==> config.mk <==
export PLATFORM = sky130hd
export DESIGN_NAME = decode_stage
export DESIGN_NICKNAME = d
export VERILOG_FILES = /design/src/dec_pkg.sv /design/src/regfile.sv /design/src/inst_decoder.sv /design/src/operand_forward.sv /design/src/branch_unit.sv /design/src/id_ex_reg.sv /design/src/decode_stage.sv
export VERILOG_INCLUDE_DIRS = /design/src /design/src/src
export SDC_FILE = /design/constraint.sdc
export NUM_CORES = 2
export LEC_CHECK = 0
export BUFFER_PORTS_ARGS = -buffer_cell sky130_fd_sc_hd__buf_4
export CELL_PAD_IN_SITES_DETAIL_PLACEMENT = 0
export CELL_PAD_IN_SITES_GLOBAL_PLACEMENT = 1
export CORE_ASPECT_RATIO = 2
export CORE_MARGIN = 2
export CORE_UTILIZATION = 30
export CTS_CLUSTER_SIZE = 28
export DETAILED_ROUTE_END_ITERATION = 7
export PLACE_DENSITY = 0.58
export SLEW_MARGIN = 20
export SYNTH_ARGS = -nofsm -noshare
export SYNTH_HDL_FRONTEND = slang
export SYNTH_HIERARCHICAL = 1
export SYNTH_SLANG_ARGS = --single-unit
==> constraint.sdc <==
create_clock -name clk -period 5.1 [get_ports clk]
set_clock_uncertainty 0.15 [all_clocks]
set_input_delay 0 -clock clk [delete_from_list [all_inputs] [get_ports clk]]
set_output_delay 0 -clock clk [all_outputs]
set_load 0.01 [all_outputs]
==> src/dec_params.svh <==
`ifndef DEC_PARAMS_SVH
`define DEC_PARAMS_SVH

`define DEC_DATA_W   32
`define DEC_REG_AW   5
`define DEC_NUM_REGS 32
`define DEC_LINK_REG 31     // ra, target of the linking forms

`endif

==> src/dec_pkg.sv <==
`include "dec_params.svh"

package dec_pkg;

    typedef logic [`DEC_DATA_W-1:0] word_t;
    typedef logic [`DEC_REG_AW-1:0] reg_addr_t;

    typedef enum logic [5:0] {
        OP_SPECIAL = 6'b000000, OP_REGIMM = 6'b000001, OP_J     = 6'b000010,
        OP_JAL     = 6'b000011, OP_BEQ    = 6'b000100, OP_BNE   = 6'b000101,
        OP_BLEZ    = 6'b000110, OP_BGTZ   = 6'b000111, OP_ADDI  = 6'b001000,
        OP_ADDIU   = 6'b001001, OP_SLTI   = 6'b001010, OP_SLTIU = 6'b001011,
        OP_ANDI    = 6'b001100, OP_ORI    = 6'b001101, OP_XORI  = 6'b001110,
        OP_LUI     = 6'b001111
    } opcode_e;

    typedef enum logic [5:0] {
        FN_SLL  = 6'b000000, FN_SRL  = 6'b000010, FN_SRA  = 6'b000011,
        FN_SLLV = 6'b000100, FN_SRLV = 6'b000110, FN_SRAV = 6'b000111,
        FN_JR   = 6'b001000, FN_JALR = 6'b001001, FN_ADD  = 6'b100000,
        FN_ADDU = 6'b100001, FN_SUB  = 6'b100010, FN_SUBU = 6'b100011,
        FN_AND  = 6'b100100, FN_OR   = 6'b100101, FN_XOR  = 6'b100110,
        FN_NOR  = 6'b100111, FN_SLT  = 6'b101010, FN_SLTU = 6'b101011
    } funct_e;

    typedef enum logic [4:0] {
        RI_BLTZ   = 5'b00000, RI_BGEZ   = 5'b00001,
        RI_BLTZAL = 5'b10000, RI_BGEZAL = 5'b10001
    } regimm_e;

    // shift ops are shared by the constant and variable forms
    typedef enum logic [7:0] {
        ALU_NOP    = 8'b00000000, ALU_AND    = 8'b00100100, ALU_OR     = 8'b00100101,
        ALU_XOR    = 8'b00100110, ALU_NOR    = 8'b00100111, ALU_ANDI   = 8'b01011001,
        ALU_ORI    = 8'b01011010, ALU_XORI   = 8'b01011011, ALU_LUI    = 8'b01011100,
        ALU_SLL    = 8'b01111100, ALU_SRL    = 8'b00000010, ALU_SRA    = 8'b00000011,
        ALU_ADD    = 8'b00100000, ALU_ADDU   = 8'b00100001, ALU_SUB    = 8'b00100010,
        ALU_SUBU   = 8'b00100011, ALU_SLT    = 8'b00101010, ALU_SLTU   = 8'b00101011,
        ALU_ADDI   = 8'b01010101, ALU_ADDIU  = 8'b01010110, ALU_SLTI   = 8'b01010111,
        ALU_SLTIU  = 8'b01011000, ALU_J      = 8'b01001111, ALU_JAL    = 8'b01010000,
        ALU_JR     = 8'b00001000, ALU_JALR   = 8'b00001001, ALU_BEQ    = 8'b01010001,
        ALU_BNE    = 8'b01010010, ALU_BGTZ   = 8'b01010100, ALU_BLEZ   = 8'b01010011,
        ALU_BLTZ   = 8'b01000000, ALU_BGEZ   = 8'b01000001, ALU_BLTZAL = 8'b01001010,
        ALU_BGEZAL = 8'b01001011
    } alu_op_e;

    typedef enum logic [2:0] {
        SEL_NOP   = 3'b000, SEL_LOGIC       = 3'b001, SEL_SHIFT = 3'b010,
        SEL_ARITH = 3'b100, SEL_JUMP_BRANCH = 3'b110
    } alu_sel_e;

    typedef enum logic [2:0] {
        BR_NONE, BR_ALWAYS, BR_EQ, BR_NE, BR_GTZ, BR_LEZ, BR_LTZ, BR_GEZ
    } br_cond_e;

endpackage

==> src/regfile.sv <==
`timescale 1ns/100ps
`include "dec_params.svh"

module regfile (
    input  logic               clk,
    input  logic               rst,
    input  logic               we_i,
    input  dec_pkg::reg_addr_t waddr_i,
    input  dec_pkg::word_t     wdata_i,
    input  dec_pkg::reg_addr_t raddr1_i,
    input  dec_pkg::reg_addr_t raddr2_i,
    output dec_pkg::word_t     rdata1_o,
    output dec_pkg::word_t     rdata2_o
);
    import dec_pkg::*;

    word_t regs [`DEC_NUM_REGS];
    logic  wr_en;

    assign wr_en = we_i && !rst && (waddr_i != '0);   // r0 is hardwired

    always_ff @(posedge clk) begin
        if (wr_en) begin
            regs[waddr_i] <= wdata_i;
        end
    end

    // same-cycle write-back is bypassed to the reader
    assign rdata1_o = (raddr1_i == '0) ? '0 :
                      (wr_en && waddr_i == raddr1_i) ? wdata_i : regs[raddr1_i];
    assign rdata2_o = (raddr2_i == '0) ? '0 :
                      (wr_en && waddr_i == raddr2_i) ? wdata_i : regs[raddr2_i];

    a_r0_reads_zero: assert property (@(posedge clk) raddr1_i == '0 |-> rdata1_o == '0);

endmodule

==> src/inst_decoder.sv <==
`timescale 1ns/100ps
`include "dec_params.svh"

module inst_decoder (
    input  dec_pkg::word_t     inst_i,
    output dec_pkg::reg_addr_t raddr1_o,
    output dec_pkg::reg_addr_t raddr2_o,
    output logic               re1_o,
    output logic               re2_o,
    output dec_pkg::word_t     imm_o,
    output dec_pkg::alu_op_e   aluop_o,
    output dec_pkg::alu_sel_e  alusel_o,
    output dec_pkg::reg_addr_t wd_o,
    output logic               wreg_o,
    output dec_pkg::br_cond_e  br_cond_o,
    output logic               link_o
);
    import dec_pkg::*;

    opcode_e     opcode;
    funct_e      funct;
    reg_addr_t   rt;
    logic [4:0]  sa;
    logic [15:0] imm16;
    logic        fn_ok;

    assign opcode = opcode_e'(inst_i[31:26]);
    assign funct = funct_e'(inst_i[5:0]);
    assign rt = inst_i[20:16];
    assign sa = inst_i[10:6];
    assign imm16 = inst_i[15:0];
    assign raddr1_o = inst_i[25:21];
    assign raddr2_o = rt;
    // constant shifts need rs clear, other r-type forms need sa clear
    assign fn_ok = (inst_i[5:2] == 4'b0000) ? (raddr1_o == '0) : (sa == '0);

    always_comb begin
        re1_o = 1'b0;
        re2_o = 1'b0;
        imm_o = '0;
        aluop_o = ALU_NOP;
        alusel_o = SEL_NOP;
        wd_o = inst_i[15:11];   // rd by default
        wreg_o = 1'b0;
        br_cond_o = BR_NONE;
        link_o = 1'b0;
        case (opcode)
            OP_SPECIAL: begin
                case (funct)
                    FN_AND:          aluop_o = ALU_AND;
                    FN_OR:           aluop_o = ALU_OR;
                    FN_XOR:          aluop_o = ALU_XOR;
                    FN_NOR:          aluop_o = ALU_NOR;
                    FN_SLL, FN_SLLV: aluop_o = ALU_SLL;
                    FN_SRL, FN_SRLV: aluop_o = ALU_SRL;
                    FN_SRA, FN_SRAV: aluop_o = ALU_SRA;
                    FN_ADD:          aluop_o = ALU_ADD;
                    FN_ADDU:         aluop_o = ALU_ADDU;
                    FN_SUB:          aluop_o = ALU_SUB;
                    FN_SUBU:         aluop_o = ALU_SUBU;
                    FN_SLT:          aluop_o = ALU_SLT;
                    FN_SLTU:         aluop_o = ALU_SLTU;
                    FN_JR:           aluop_o = ALU_JR;
                    FN_JALR:         aluop_o = ALU_JALR;
                    default:         aluop_o = ALU_NOP;
                endcase
                if (aluop_o != ALU_NOP && fn_ok) begin
                    re1_o = 1'b1;
                    re2_o = 1'b1;
                    wreg_o = 1'b1;
                    if (funct[5:2] == 4'b1001) begin
                        alusel_o = SEL_LOGIC;
                    end else if (funct[5]) begin
                        alusel_o = SEL_ARITH;
                    end else if (!funct[3]) begin
                        alusel_o = SEL_SHIFT;
                        if (!funct[2]) begin    // shift amount from sa
                            re1_o = 1'b0;
                            imm_o = word_t'(sa);
                        end
                    end else begin              // jr, jalr
                        alusel_o = SEL_JUMP_BRANCH;
                        re2_o = 1'b0;
                        wreg_o = funct[0];
                        link_o = funct[0];
                        br_cond_o = BR_ALWAYS;
                    end
                end else begin
                    aluop_o = ALU_NOP;
                end
            end
            OP_REGIMM: begin
                case (regimm_e'(rt))
                    RI_BLTZ:   aluop_o = ALU_BLTZ;
                    RI_BGEZ:   aluop_o = ALU_BGEZ;
                    RI_BLTZAL: aluop_o = ALU_BLTZAL;
                    RI_BGEZAL: aluop_o = ALU_BGEZAL;
                    default:   aluop_o = ALU_NOP;
                endcase
                if (aluop_o != ALU_NOP) begin
                    re1_o = 1'b1;
                    alusel_o = SEL_JUMP_BRANCH;
                    br_cond_o = rt[0] ? BR_GEZ : BR_LTZ;
                    wreg_o = rt[4];             // al forms
                    link_o = rt[4];
                    wd_o = reg_addr_t'(`DEC_LINK_REG);
                end
            end
            OP_ANDI, OP_ORI, OP_XORI, OP_LUI: begin
                re1_o = 1'b1;
                wreg_o = 1'b1;
                wd_o = rt;
                alusel_o = SEL_LOGIC;
                imm_o = (opcode == OP_LUI) ? {imm16, 16'h0000} : {16'h0000, imm16};
                case (opcode)
                    OP_ANDI: aluop_o = ALU_ANDI;
                    OP_ORI:  aluop_o = ALU_ORI;
                    OP_XORI: aluop_o = ALU_XORI;
                    default: aluop_o = ALU_LUI;
                endcase
            end
            OP_ADDI, OP_ADDIU, OP_SLTI, OP_SLTIU: begin
                re1_o = 1'b1;
                wreg_o = 1'b1;
                wd_o = rt;
                alusel_o = SEL_ARITH;
                imm_o = {{16{imm16[15]}}, imm16};
                case (opcode)
                    OP_ADDI:  aluop_o = ALU_ADDI;
                    OP_ADDIU: aluop_o = ALU_ADDIU;
                    OP_SLTI:  aluop_o = ALU_SLTI;
                    default:  aluop_o = ALU_SLTIU;
                endcase
            end
            OP_J, OP_JAL: begin
                alusel_o = SEL_JUMP_BRANCH;
                aluop_o = opcode[0] ? ALU_JAL : ALU_J;
                br_cond_o = BR_ALWAYS;
                wreg_o = opcode[0];
                link_o = opcode[0];
                wd_o = reg_addr_t'(`DEC_LINK_REG);
            end
            OP_BEQ, OP_BNE, OP_BLEZ, OP_BGTZ: begin
                re1_o = 1'b1;
                re2_o = !opcode[1];             // only beq/bne read rt
                alusel_o = SEL_JUMP_BRANCH;
                case (opcode)
                    OP_BEQ:  aluop_o = ALU_BEQ;
                    OP_BNE:  aluop_o = ALU_BNE;
                    OP_BLEZ: aluop_o = ALU_BLEZ;
                    default: aluop_o = ALU_BGTZ;
                endcase
                case (opcode)
                    OP_BEQ:  br_cond_o = BR_EQ;
                    OP_BNE:  br_cond_o = BR_NE;
                    OP_BLEZ: br_cond_o = BR_LEZ;
                    default: br_cond_o = BR_GTZ;
                endcase
            end
            default: ;
        endcase
    end

    a_nop_no_write: assert final (alusel_o != SEL_NOP || !wreg_o);

endmodule

==> src/operand_forward.sv <==
`timescale 1ns/100ps

module operand_forward (
    input  logic               re_i,
    input  dec_pkg::reg_addr_t raddr_i,
    input  dec_pkg::word_t     imm_i,
    input  dec_pkg::word_t     rf_data_i,
    input  logic               ex_wreg_i,
    input  dec_pkg::reg_addr_t ex_wd_i,
    input  dec_pkg::word_t     ex_wdata_i,
    input  logic               mem_wreg_i,
    input  dec_pkg::reg_addr_t mem_wd_i,
    input  dec_pkg::word_t     mem_wdata_i,
    output dec_pkg::word_t     opnd_o
);

    logic ex_hit;
    logic mem_hit;

    // writes to r0 are never forwarded
    assign ex_hit = ex_wreg_i && (ex_wd_i == raddr_i) && (ex_wd_i != '0);
    assign mem_hit = mem_wreg_i && (mem_wd_i == raddr_i) && (mem_wd_i != '0);

    always_comb begin
        if (!re_i) begin
            opnd_o = imm_i;
        end else if (ex_hit) begin      // youngest result wins
            opnd_o = ex_wdata_i;
        end else if (mem_hit) begin
            opnd_o = mem_wdata_i;
        end else begin
            opnd_o = rf_data_i;
        end
    end

endmodule

==> src/branch_unit.sv <==
`timescale 1ns/100ps

module branch_unit (
    input  dec_pkg::word_t    pc_i,
    input  dec_pkg::word_t    inst_i,
    input  dec_pkg::br_cond_e br_cond_i,
    input  logic              link_i,
    input  dec_pkg::word_t    opnd1_i,
    input  dec_pkg::word_t    opnd2_i,
    output logic              taken_o,
    output dec_pkg::word_t    target_o,
    output dec_pkg::word_t    link_addr_o
);
    import dec_pkg::*;

    word_t pc_plus4;
    word_t br_offset;
    word_t target;
    logic  is_jtype;

    assign pc_plus4 = pc_i + 32'd4;
    assign br_offset = {{14{inst_i[15]}}, inst_i[15:0], 2'b00};
    assign is_jtype = opcode_e'(inst_i[31:26]) inside {OP_J, OP_JAL};

    always_comb begin
        case (br_cond_i)
            BR_ALWAYS: taken_o = 1'b1;
            BR_EQ:     taken_o = (opnd1_i == opnd2_i);
            BR_NE:     taken_o = (opnd1_i != opnd2_i);
            BR_GTZ:    taken_o = !opnd1_i[31] && (opnd1_i != '0);
            BR_LEZ:    taken_o = opnd1_i[31] || (opnd1_i == '0);
            BR_LTZ:    taken_o = opnd1_i[31];
            BR_GEZ:    taken_o = !opnd1_i[31];
            default:   taken_o = 1'b0;
        endcase
    end

    always_comb begin
        if (br_cond_i != BR_ALWAYS) begin
            target = pc_plus4 + br_offset;
        end else if (is_jtype) begin
            target = {pc_plus4[31:28], inst_i[25:0], 2'b00};    // same 256MB region
        end else begin
            target = opnd1_i;   // jr, jalr
        end
    end

    assign target_o = taken_o ? target : '0;
    assign link_addr_o = link_i ? pc_i + 32'd8 : '0;   // skip the delay slot

endmodule

==> src/id_ex_reg.sv <==
`timescale 1ns/100ps

module id_ex_reg (
    input  logic               clk,
    input  logic               rst,
    input  logic               taken_i,
    input  dec_pkg::alu_op_e   aluop_i,
    input  dec_pkg::alu_sel_e  alusel_i,
    input  dec_pkg::reg_addr_t wd_i,
    input  logic               wreg_i,
    input  dec_pkg::word_t     reg1_i,
    input  dec_pkg::word_t     reg2_i,
    input  dec_pkg::word_t     link_addr_i,
    output dec_pkg::alu_op_e   aluop_o,
    output dec_pkg::alu_sel_e  alusel_o,
    output dec_pkg::reg_addr_t wd_o,
    output logic               wreg_o,
    output dec_pkg::word_t     reg1_o,
    output dec_pkg::word_t     reg2_o,
    output dec_pkg::word_t     link_addr_o,
    output logic               in_delayslot_o
);
    import dec_pkg::*;

    logic next_in_delayslot;    // instruction now in decode sits in the slot

    always_ff @(posedge clk) begin
        if (rst) begin
            aluop_o <= ALU_NOP;
            alusel_o <= SEL_NOP;
            wreg_o <= 1'b0;
            next_in_delayslot <= 1'b0;
            in_delayslot_o <= 1'b0;
        end else begin
            aluop_o <= aluop_i;
            alusel_o <= alusel_i;
            wreg_o <= wreg_i;
            next_in_delayslot <= taken_i;
            in_delayslot_o <= next_in_delayslot;
        end
    end

    always_ff @(posedge clk) begin
        wd_o <= wd_i;
        reg1_o <= reg1_i;
        reg2_o <= reg2_i;
        link_addr_o <= link_addr_i;
    end

    a_rst_no_write: assert property (@(posedge clk) rst |=> !wreg_o);

endmodule

==> src/decode_stage.sv <==
`timescale 1ns/100ps

module decode_stage (
    input  logic               clk,
    input  logic               rst,
    input  dec_pkg::word_t     pc_i,
    input  dec_pkg::word_t     inst_i,
    input  logic               wb_we_i,
    input  dec_pkg::reg_addr_t wb_addr_i,
    input  dec_pkg::word_t     wb_data_i,
    input  logic               ex_wreg_i,
    input  dec_pkg::reg_addr_t ex_wd_i,
    input  dec_pkg::word_t     ex_wdata_i,
    input  logic               mem_wreg_i,
    input  dec_pkg::reg_addr_t mem_wd_i,
    input  dec_pkg::word_t     mem_wdata_i,
    output logic               branch_flag_o,
    output dec_pkg::word_t     branch_target_o,
    output dec_pkg::alu_op_e   aluop_o,
    output dec_pkg::alu_sel_e  alusel_o,
    output dec_pkg::reg_addr_t wd_o,
    output logic               wreg_o,
    output dec_pkg::word_t     reg1_o,
    output dec_pkg::word_t     reg2_o,
    output dec_pkg::word_t     link_addr_o,
    output logic               in_delayslot_o
);
    import dec_pkg::*;

    reg_addr_t raddr1;
    reg_addr_t raddr2;
    logic      re1;
    logic      re2;
    word_t     imm;
    word_t     rf_data1;
    word_t     rf_data2;
    alu_op_e   dec_aluop;
    alu_sel_e  dec_alusel;
    reg_addr_t dec_wd;
    logic      dec_wreg;
    br_cond_e  br_cond;
    logic      link;
    word_t     opnd1;
    word_t     opnd2;
    word_t     link_addr;

    regfile u_regfile (
        .clk(clk), .rst(rst),
        .we_i(wb_we_i), .waddr_i(wb_addr_i), .wdata_i(wb_data_i),
        .raddr1_i(raddr1), .raddr2_i(raddr2),
        .rdata1_o(rf_data1), .rdata2_o(rf_data2)
    );

    inst_decoder u_inst_decoder (
        .inst_i(inst_i),
        .raddr1_o(raddr1), .raddr2_o(raddr2),
        .re1_o(re1), .re2_o(re2), .imm_o(imm),
        .aluop_o(dec_aluop), .alusel_o(dec_alusel),
        .wd_o(dec_wd), .wreg_o(dec_wreg),
        .br_cond_o(br_cond), .link_o(link)
    );

    operand_forward u_fwd_rs (
        .re_i(re1), .raddr_i(raddr1), .imm_i(imm), .rf_data_i(rf_data1),
        .ex_wreg_i(ex_wreg_i), .ex_wd_i(ex_wd_i), .ex_wdata_i(ex_wdata_i),
        .mem_wreg_i(mem_wreg_i), .mem_wd_i(mem_wd_i), .mem_wdata_i(mem_wdata_i),
        .opnd_o(opnd1)
    );

    operand_forward u_fwd_rt (
        .re_i(re2), .raddr_i(raddr2), .imm_i(imm), .rf_data_i(rf_data2),
        .ex_wreg_i(ex_wreg_i), .ex_wd_i(ex_wd_i), .ex_wdata_i(ex_wdata_i),
        .mem_wreg_i(mem_wreg_i), .mem_wd_i(mem_wd_i), .mem_wdata_i(mem_wdata_i),
        .opnd_o(opnd2)
    );

    branch_unit u_branch_unit (
        .pc_i(pc_i), .inst_i(inst_i), .br_cond_i(br_cond), .link_i(link),
        .opnd1_i(opnd1), .opnd2_i(opnd2),
        .taken_o(branch_flag_o), .target_o(branch_target_o),
        .link_addr_o(link_addr)
    );

    id_ex_reg u_id_ex_reg (
        .clk(clk), .rst(rst), .taken_i(branch_flag_o),
        .aluop_i(dec_aluop), .alusel_i(dec_alusel),
        .wd_i(dec_wd), .wreg_i(dec_wreg),
        .reg1_i(opnd1), .reg2_i(opnd2), .link_addr_i(link_addr),
        .aluop_o(aluop_o), .alusel_o(alusel_o),
        .wd_o(wd_o), .wreg_o(wreg_o),
        .reg1_o(reg1_o), .reg2_o(reg2_o), .link_addr_o(link_addr_o),
        .in_delayslot_o(in_delayslot_o)
    );

endmodule

Word-level counts from Yosys, hierarchy flattened
Memory sizes are Yosys's and may differ from the RTL's.
Cells that the tools add are included.
{"block": "word_totals", "regBits": 115, "latch_bits": 0, "ram_bits": 1024, "rom_bits": 448, "inputBits": 180, "out_inout_bits": 147, "elab_cells": 159, "n_memories": 2}
{"block": "classes", "addsub": 3, "mul": 0, "div_mod_pow": 0, "magnitude_cmp": 0, "eq_ne": 35, "shifts": 0, "muxes": 72, "n_bitwise": 0, "reduce_logical": 38}
{"memory": "u_regfile.regs", "words": 32, "word_bits": 32, "rd": 2, "rd_ports_with_merged_regs": 0, "write_ports": 1, "line": "regfile.sv:17", "text": "word_t regs [`DEC_NUM_REGS];"}
{"memory": "(no name shown)", "words": 64, "word_bits": 7, "rd": 1, "rd_ports_with_merged_regs": 0, "write_ports": 0, "line": "inst_decoder.sv:49", "text": "case (funct)"}
{"op": "32-bit two-way mux", "count": 18}
{"op": "32-bit case mux with 3 select lines", "count": 1}
{"op": "6-bit by 4-bit equality test with 1-bit output, second input constant", "count": 8}
{"op": "8-bit case mux with 6 select lines", "count": 1}
{"op": "32-bit by 3-bit adder with 32-bit output, second input constant", "count": 1}
{"op": "32-bit adder", "count": 1}
{"op": "32-bit by 4-bit adder with 32-bit output, second input constant", "count": 1}
{"op": "32-bit equality test", "count": 1}
{"op": "32-bit zero test", "count": 1}
{"op": "32-bit inequality test", "count": 1}
{"op": "32-bit nonzero test", "count": 1}
{"op": "5-bit equality test", "count": 6}
{"op": "7-bit case mux with 4 select lines", "count": 1}
{"op": "3-bit two-way mux", "count": 9}
{"op": "3-bit case mux with 3 select lines", "count": 3}
{"op": "6-bit by 3-bit equality test with 1-bit output, second input constant", "count": 4}
{"op": "1-bit two-way mux", "count": 24}
{"op": "8-bit two-way mux", "count": 3}
{"op": "8-bit nonzero test", "count": 2}
{"op": "5-bit zero test", "count": 3}
{"op": "5-bit two-way mux", "count": 3}
{"op": "3-bit case mux with 5 select lines", "count": 1}
{"op": "5-bit case mux with 3 select lines", "count": 1}
{"op": "5-bit nonzero test", "count": 3}
{"op": "other kinds (26)", "count": 50}

Longest topological paths before layout
{"block": "depth", "word_depth": 13, "mapped_depth": 22, "mapped_depth_nobuf": 17}

Cells and area by module
The synthesis kept the hierarchy.
{"module": "regfile", "instances": 1, "cells_each": 2651, "area_per_inst_um2": 47863.4, "seq_area_each_um2": 30749.5}
{"module": "branch_unit", "instances": 1, "cells_each": 589, "area_per_inst_um2": 4217.8, "seq_area_each_um2": 0.0}
{"module": "id_ex_reg", "instances": 1, "cells_each": 130, "area_per_inst_um2": 2429.8, "seq_area_each_um2": 2302.2}
{"module": "operand_forward", "instances": 2, "cells_each": 132, "area_per_inst_um2": 1138.6, "seq_area_each_um2": 0.0}
{"module": "inst_decoder", "instances": 1, "cells_each": 170, "area_per_inst_um2": 1138.6, "seq_area_each_um2": 0.0}

Worst setup path before layout
OpenSTA, ideal clock, no wires.
{"block": "synth_timing", "kind": "input to register", "startpoint": "input port inst_i[21]", "endpoint": "register u_id_ex_reg.next_in_delayslot", "setup_ns": 0.114, "arrival_ns": 4.191, "required_ns": 4.836, "path_slack_ns": 0.645, "stages": 18, "n_path_buf": 5, "cell_sequence": "buf_4 > buf_4 > buf_2 > buf_2 > mux4_2 > a311oi_1 > nor3_1 > a221o_1 > mux2_2 > a221o_1 > nor4_1 > nand4_1 > o21ai_0 > a21oi_2 > xnor2_1 > buf_2 > inv_1 > and2b_1"}
{"block": "synth_between", "elab_chain_cells": 10, "word_cells_on_any_way": 41, "classes_between": "12 x eq/ne; 16 x mux; 12 x reduce/logical; 1 x memory"}
{"item": "start, declared", "line": "decode_stage.sv:7", "text": "input dec_pkg::word_t inst_i,"}
{"item": "branches (longest 3 deep; another with memory read 32 x 32 bit)"}
{"item": "32-bit two-way mux (*)", "line": "regfile.sv:29", "text": "assign rdata1_o = (raddr1_i == '0) ? '0 :"}
{"item": "net rf_data1[23]", "line": "decode_stage.sv:35", "text": "word_t rf_data1;"}
{"item": "32-bit two-way mux (*)", "line": "operand_forward.sv:29", "text": "end else if (mem_hit) begin"}
{"item": "32-bit two-way mux (*)", "line": "operand_forward.sv:27", "text": "end else if (ex_hit) begin"}
{"item": "32-bit two-way mux (*)", "line": "operand_forward.sv:25", "text": "if (!re_i) begin"}
{"item": "net opnd1[23]", "line": "decode_stage.sv:43", "text": "word_t opnd1;"}
{"item": "32-bit zero test / 32-bit nonzero test (equally long branches)", "line": "branch_unit.sv:31, branch_unit.sv:30"}
{"item": "1-bit logical OR / 1-bit logical AND (equally long branches)", "line": "branch_unit.sv:31, branch_unit.sv:30"}
{"item": "1-bit case mux with 7 select lines (*)", "line": "branch_unit.sv:26", "text": "case (br_cond_i)"}
{"item": "net branch_flag_o", "line": "decode_stage.sv:17", "text": "output logic branch_flag_o,"}
{"item": "end signal, assigned", "line": "id_ex_reg.sv:38", "text": "next_in_delayslot <= taken_i;"}
{"item": "end, declared", "line": "id_ex_reg.sv:25", "text": "logic next_in_delayslot;"}
Mark *: on every way through the listed nets, which the timed path passes.
A chain may end at the register's enable or synchronous reset.

==> metrics.md <==
| Metric | Value |
|---|---|
| Worst setup EP type | `output pin` |
| RSZ-0062 raised after global routing | `yes` |
| Xor/xnor share of the synthesized area | `0.0200` |
| Top FF cell, synth | `edfxtp_1` |
| Area added between synthesis and finish | `27.7%` |
| Post-Syn Area | `57,900 um^2` |
| Share of cells above drive strength 1 | `0.323` |
| Post-Synthesis Cells | `3,804` |
| Crit-path cells | `mux4_2 > mux4_2 > a21oi_2 > a21oi_4 > mux2_4 > a221o_1 > buf_6 > nor4_4 > buf_4 > nand4_1 > o21ai_2 > a21oi_4 > xnor2_4 > buf_4 > buf_12 > a211oi_2 > buf_4` |
| CP max FO | `12` |
| Post-route ant nets | `0` |
| Cell Rows | `228` |
| Total vias in the final route | `43,362` |
| Hold Slack | `-0.0545 ns` |
| Die Y | `625 um` |
| First-pass GRT wire length | `347,000 um` |
| Routed WL | `255,000 um` |
| Final core utilization | `0.385` |
| Fin crit share | `1.04` |
| Total GRT Usage | `0.253` |
| Die span in x | `315 um` |
| Synth top area share | `0.531` |
| Async S/R FF share, synth | `0` |
| Root Buffer | `clkbuf_16` |
| Startpoint Class | `flop` |
| Max-cap violations | `0` |
| Post-synth top cells | `edfxtp_1, mux4_2, mux2i_1, clkbuf_1, nor2_1` |
| Routed WL per cell | `35.0 um` |
| Clk_lat worst skew | `0.81 ns` |
| DP HPWL | `169,000 um` |
| Slowest stage cell, crit path | `mux4_2` |
| Drt initial violations | `5,590` |
| Final cell count without fillers | `7,295` |
| Synth unique cells | `108` |
| Peak supply drop | `296 uV` |
| Slew @ Worst Pin | `1.25 ns` |
| Initial cell density of the core | `0.301` |
| Post-synthesis adder-cell area fraction | `0.00791` |
| Max-slew headroom | `0.165` |
| Multiplexer share of the synthesized area | `0.217` |
| Largest family of logic cells by synthesized area | `multiplexers` |
| CP peak stage delay | `0.48 ns` |
| PwrDens | `307 nW/um^2` |
| Final WS setup | `-0.187 ns` |
| Hold Path Class | `primary input to flop` |
| Tmin final | `5.29 ns` |
| Kind of critical path | `flop to output pin` |
| Critical path arrival | `5.14 ns` |
| I/O Buffers | `326` |
| Fmax | `0.189 GHz` |
| # setup viols final | `30` |
| H-tree levels | `3` |
| Number of I/O pins | `327` |
| Clock transition at path regs | `0.07 ns` |
| Num CTS Buffers | `111` |
| Vias/cell | `5.94` |
| Final #Nets | `4,874` |
| Core area | `192,000 um^2` |
| Critical Path RT | `4.95 ns` |
| 1st-pass router iterations | `6` |
| Pleak | `26.3 nW` |
| Largest net degree at the start of global routing | `42` |
| Placement Setup Slack | `-0.536 ns` |
| Violated checks | `hold timing, setup timing` |
| Syn. warnings | `6` |
| Clk buf depth | `3` |
| Post-synth EDFFs | `1,024` |
| Synth Area in Compound Gates | `0.101` |
| Post-synth top area cell | `edfxtp_1` |
| Status | `finished, violations left` |
| Clock sink count | `1,139` |
| Main area contributors after synthesis | `edfxtp_1, mux4_2, mux2i_1` |
| Die area | `197,000 um^2` |
| Total grt overflow | `0` |
| CP most frequent cell | `buf_4` |
| Vias in the first global route | `42,721` |
| Count leader, synth | `edfxtp_1` |
| Final Wtd Congestion | `0.914` |
| Mapped Avg Cell Area | `15.2 um^2` |
| Endpoints failing hold | `23` |
| Total Power | `22.7 mW` |
| CTS tree | `yes` |
| Simple-gate share of the synthesized area | `0.0546` |
| #FFs+latches synth | `1,139` |
| Drt drc | `0` |
| Antenna violations before repair | `19` |
| Slew Viols, Final | `0` |
| Seq/Total Area, Yosys | `0.571` |
| Placed insts | `6,752` |
[cell families (layout without fill, tap and decap cells)]
logic type	count (synthesis)	after routing
flops	1139	1139
compound gates	797	797
mux	785	785
simple gates	585	585
buf+inv	328	1249
xor+xnor	132	132
fa+ha+maj	36	36
other cells	2	42
[report_power, final]
| group | switching [mW] | total [mW] | internal (mW) |
|---|---|---|---|
| clock | 4.01 | 9.15 | 5.14 |
| sequential | 0.0575 | 10.3 | 10.3 |
| combinational | 1.89 | 3.24 | 1.36 |
[cell usage in the layout (no fill, tap or decap), types with 110 or more instances in the layout]
| master | netlist | routed |
|---|---|---|
| buf_4 | 33 | 620 |
| mux2i_1 | 350 | 348 |
| a21oi_1 | 122 | 110 |
| mux4_2 | 369 | 369 |
| nand2_1 | 119 | 115 |
| edfxtp_1 | 1024 | 1024 |
| dfxtp_1 | 115 | 115 |
| dlygate4sd3_1 | 0 | 306 |
| clkbuf_16 | 0 | 118 |
[final cells by class]
type                       instances  area [um^2]
multi-input combinational       2368        24100
fill                           18072       118000
antenna                            9         22.5
timing repair buffer            1021         9490
tap                             2530         3170
clock buffer                     127         2990
sequential                      1139        33100
clock inverter                    84         1080
inverter                          17         63.8
[state kept, by name, indices dropped and copies added, names as in the netlist]
signal,cells
u_id_ex_reg/aluop_o,8
u_id_ex_reg/alusel_o,3
u_id_ex_reg/in_delayslot_o,1
u_id_ex_reg/link_addr_o,32
u_id_ex_reg/next_in_delayslot,1
u_id_ex_reg/reg1_o,32
u_id_ex_reg/reg2_o,32
u_id_ex_reg/wd_o,5
u_id_ex_reg/wreg_o,1
u_regfile/regs,1024
[worst paths after layout]
kind                            depth (start not counted)                            end                     startpoint  slack [ns]
worst min register to register                          1     u_id_ex_reg/in_delayslot_o  u_id_ex_reg/next_in_delayslot        0.30
worst max register to register                         16  u_id_ex_reg/next_in_delayslot           u_regfile/regs[4][3]        0.72
worst min-delay path                                    5    u_id_ex_reg/link_addr_o[28]                      inst_i[5]       -0.05
worst max-delay path                                   17             branch_target_o[7]           u_regfile/regs[4][3]       -0.19
[metal layers]
metal / vias to the layer above / part of all wire / track usage
li1: 17284 / - / -
met1: 22989 / 0.40 / 0.341
met2: 2632 / 0.46 / 0.394
met3: 447 / 0.093 / 0.0465
met4: 10 / 0.050 / 0.119
met5: - / 0.00022 / 0
[repair_timing]
action,CTS,global route
hold endpoints to repair,1269,0
endpoints found under the setup margin,33,33
gates resized for setup,89,28
gates cloned,0,1
pin swaps,35,5
hold buffers,307,0
buffers inserted,9,5
[worst max-delay path, delay by kind of cell (launching register included)]
| kind | cells | cell delay, ns |
|---|---|---|
| compound gates | 6 | 1.23 |
| xor+xnor | 1 | 0.18 |
| buf+inv | 5 | 0.79 |
| flops | 1 | 0.42 |
| simple gates | 2 | 0.47 |
| mux | 3 | 1.25 |
[metrics by stage]
stage / TNS, ns / cell area [um^2]
after global placement: -12.64 / 66000
after CTS: -3.18 / 73700
final: -3.42 / 74000
after global routing: -7.27 / 74000
after floorplan: 0 / 58000
after detailed placement: -12.41 / 66100
(Power assumes the default switching activity.)
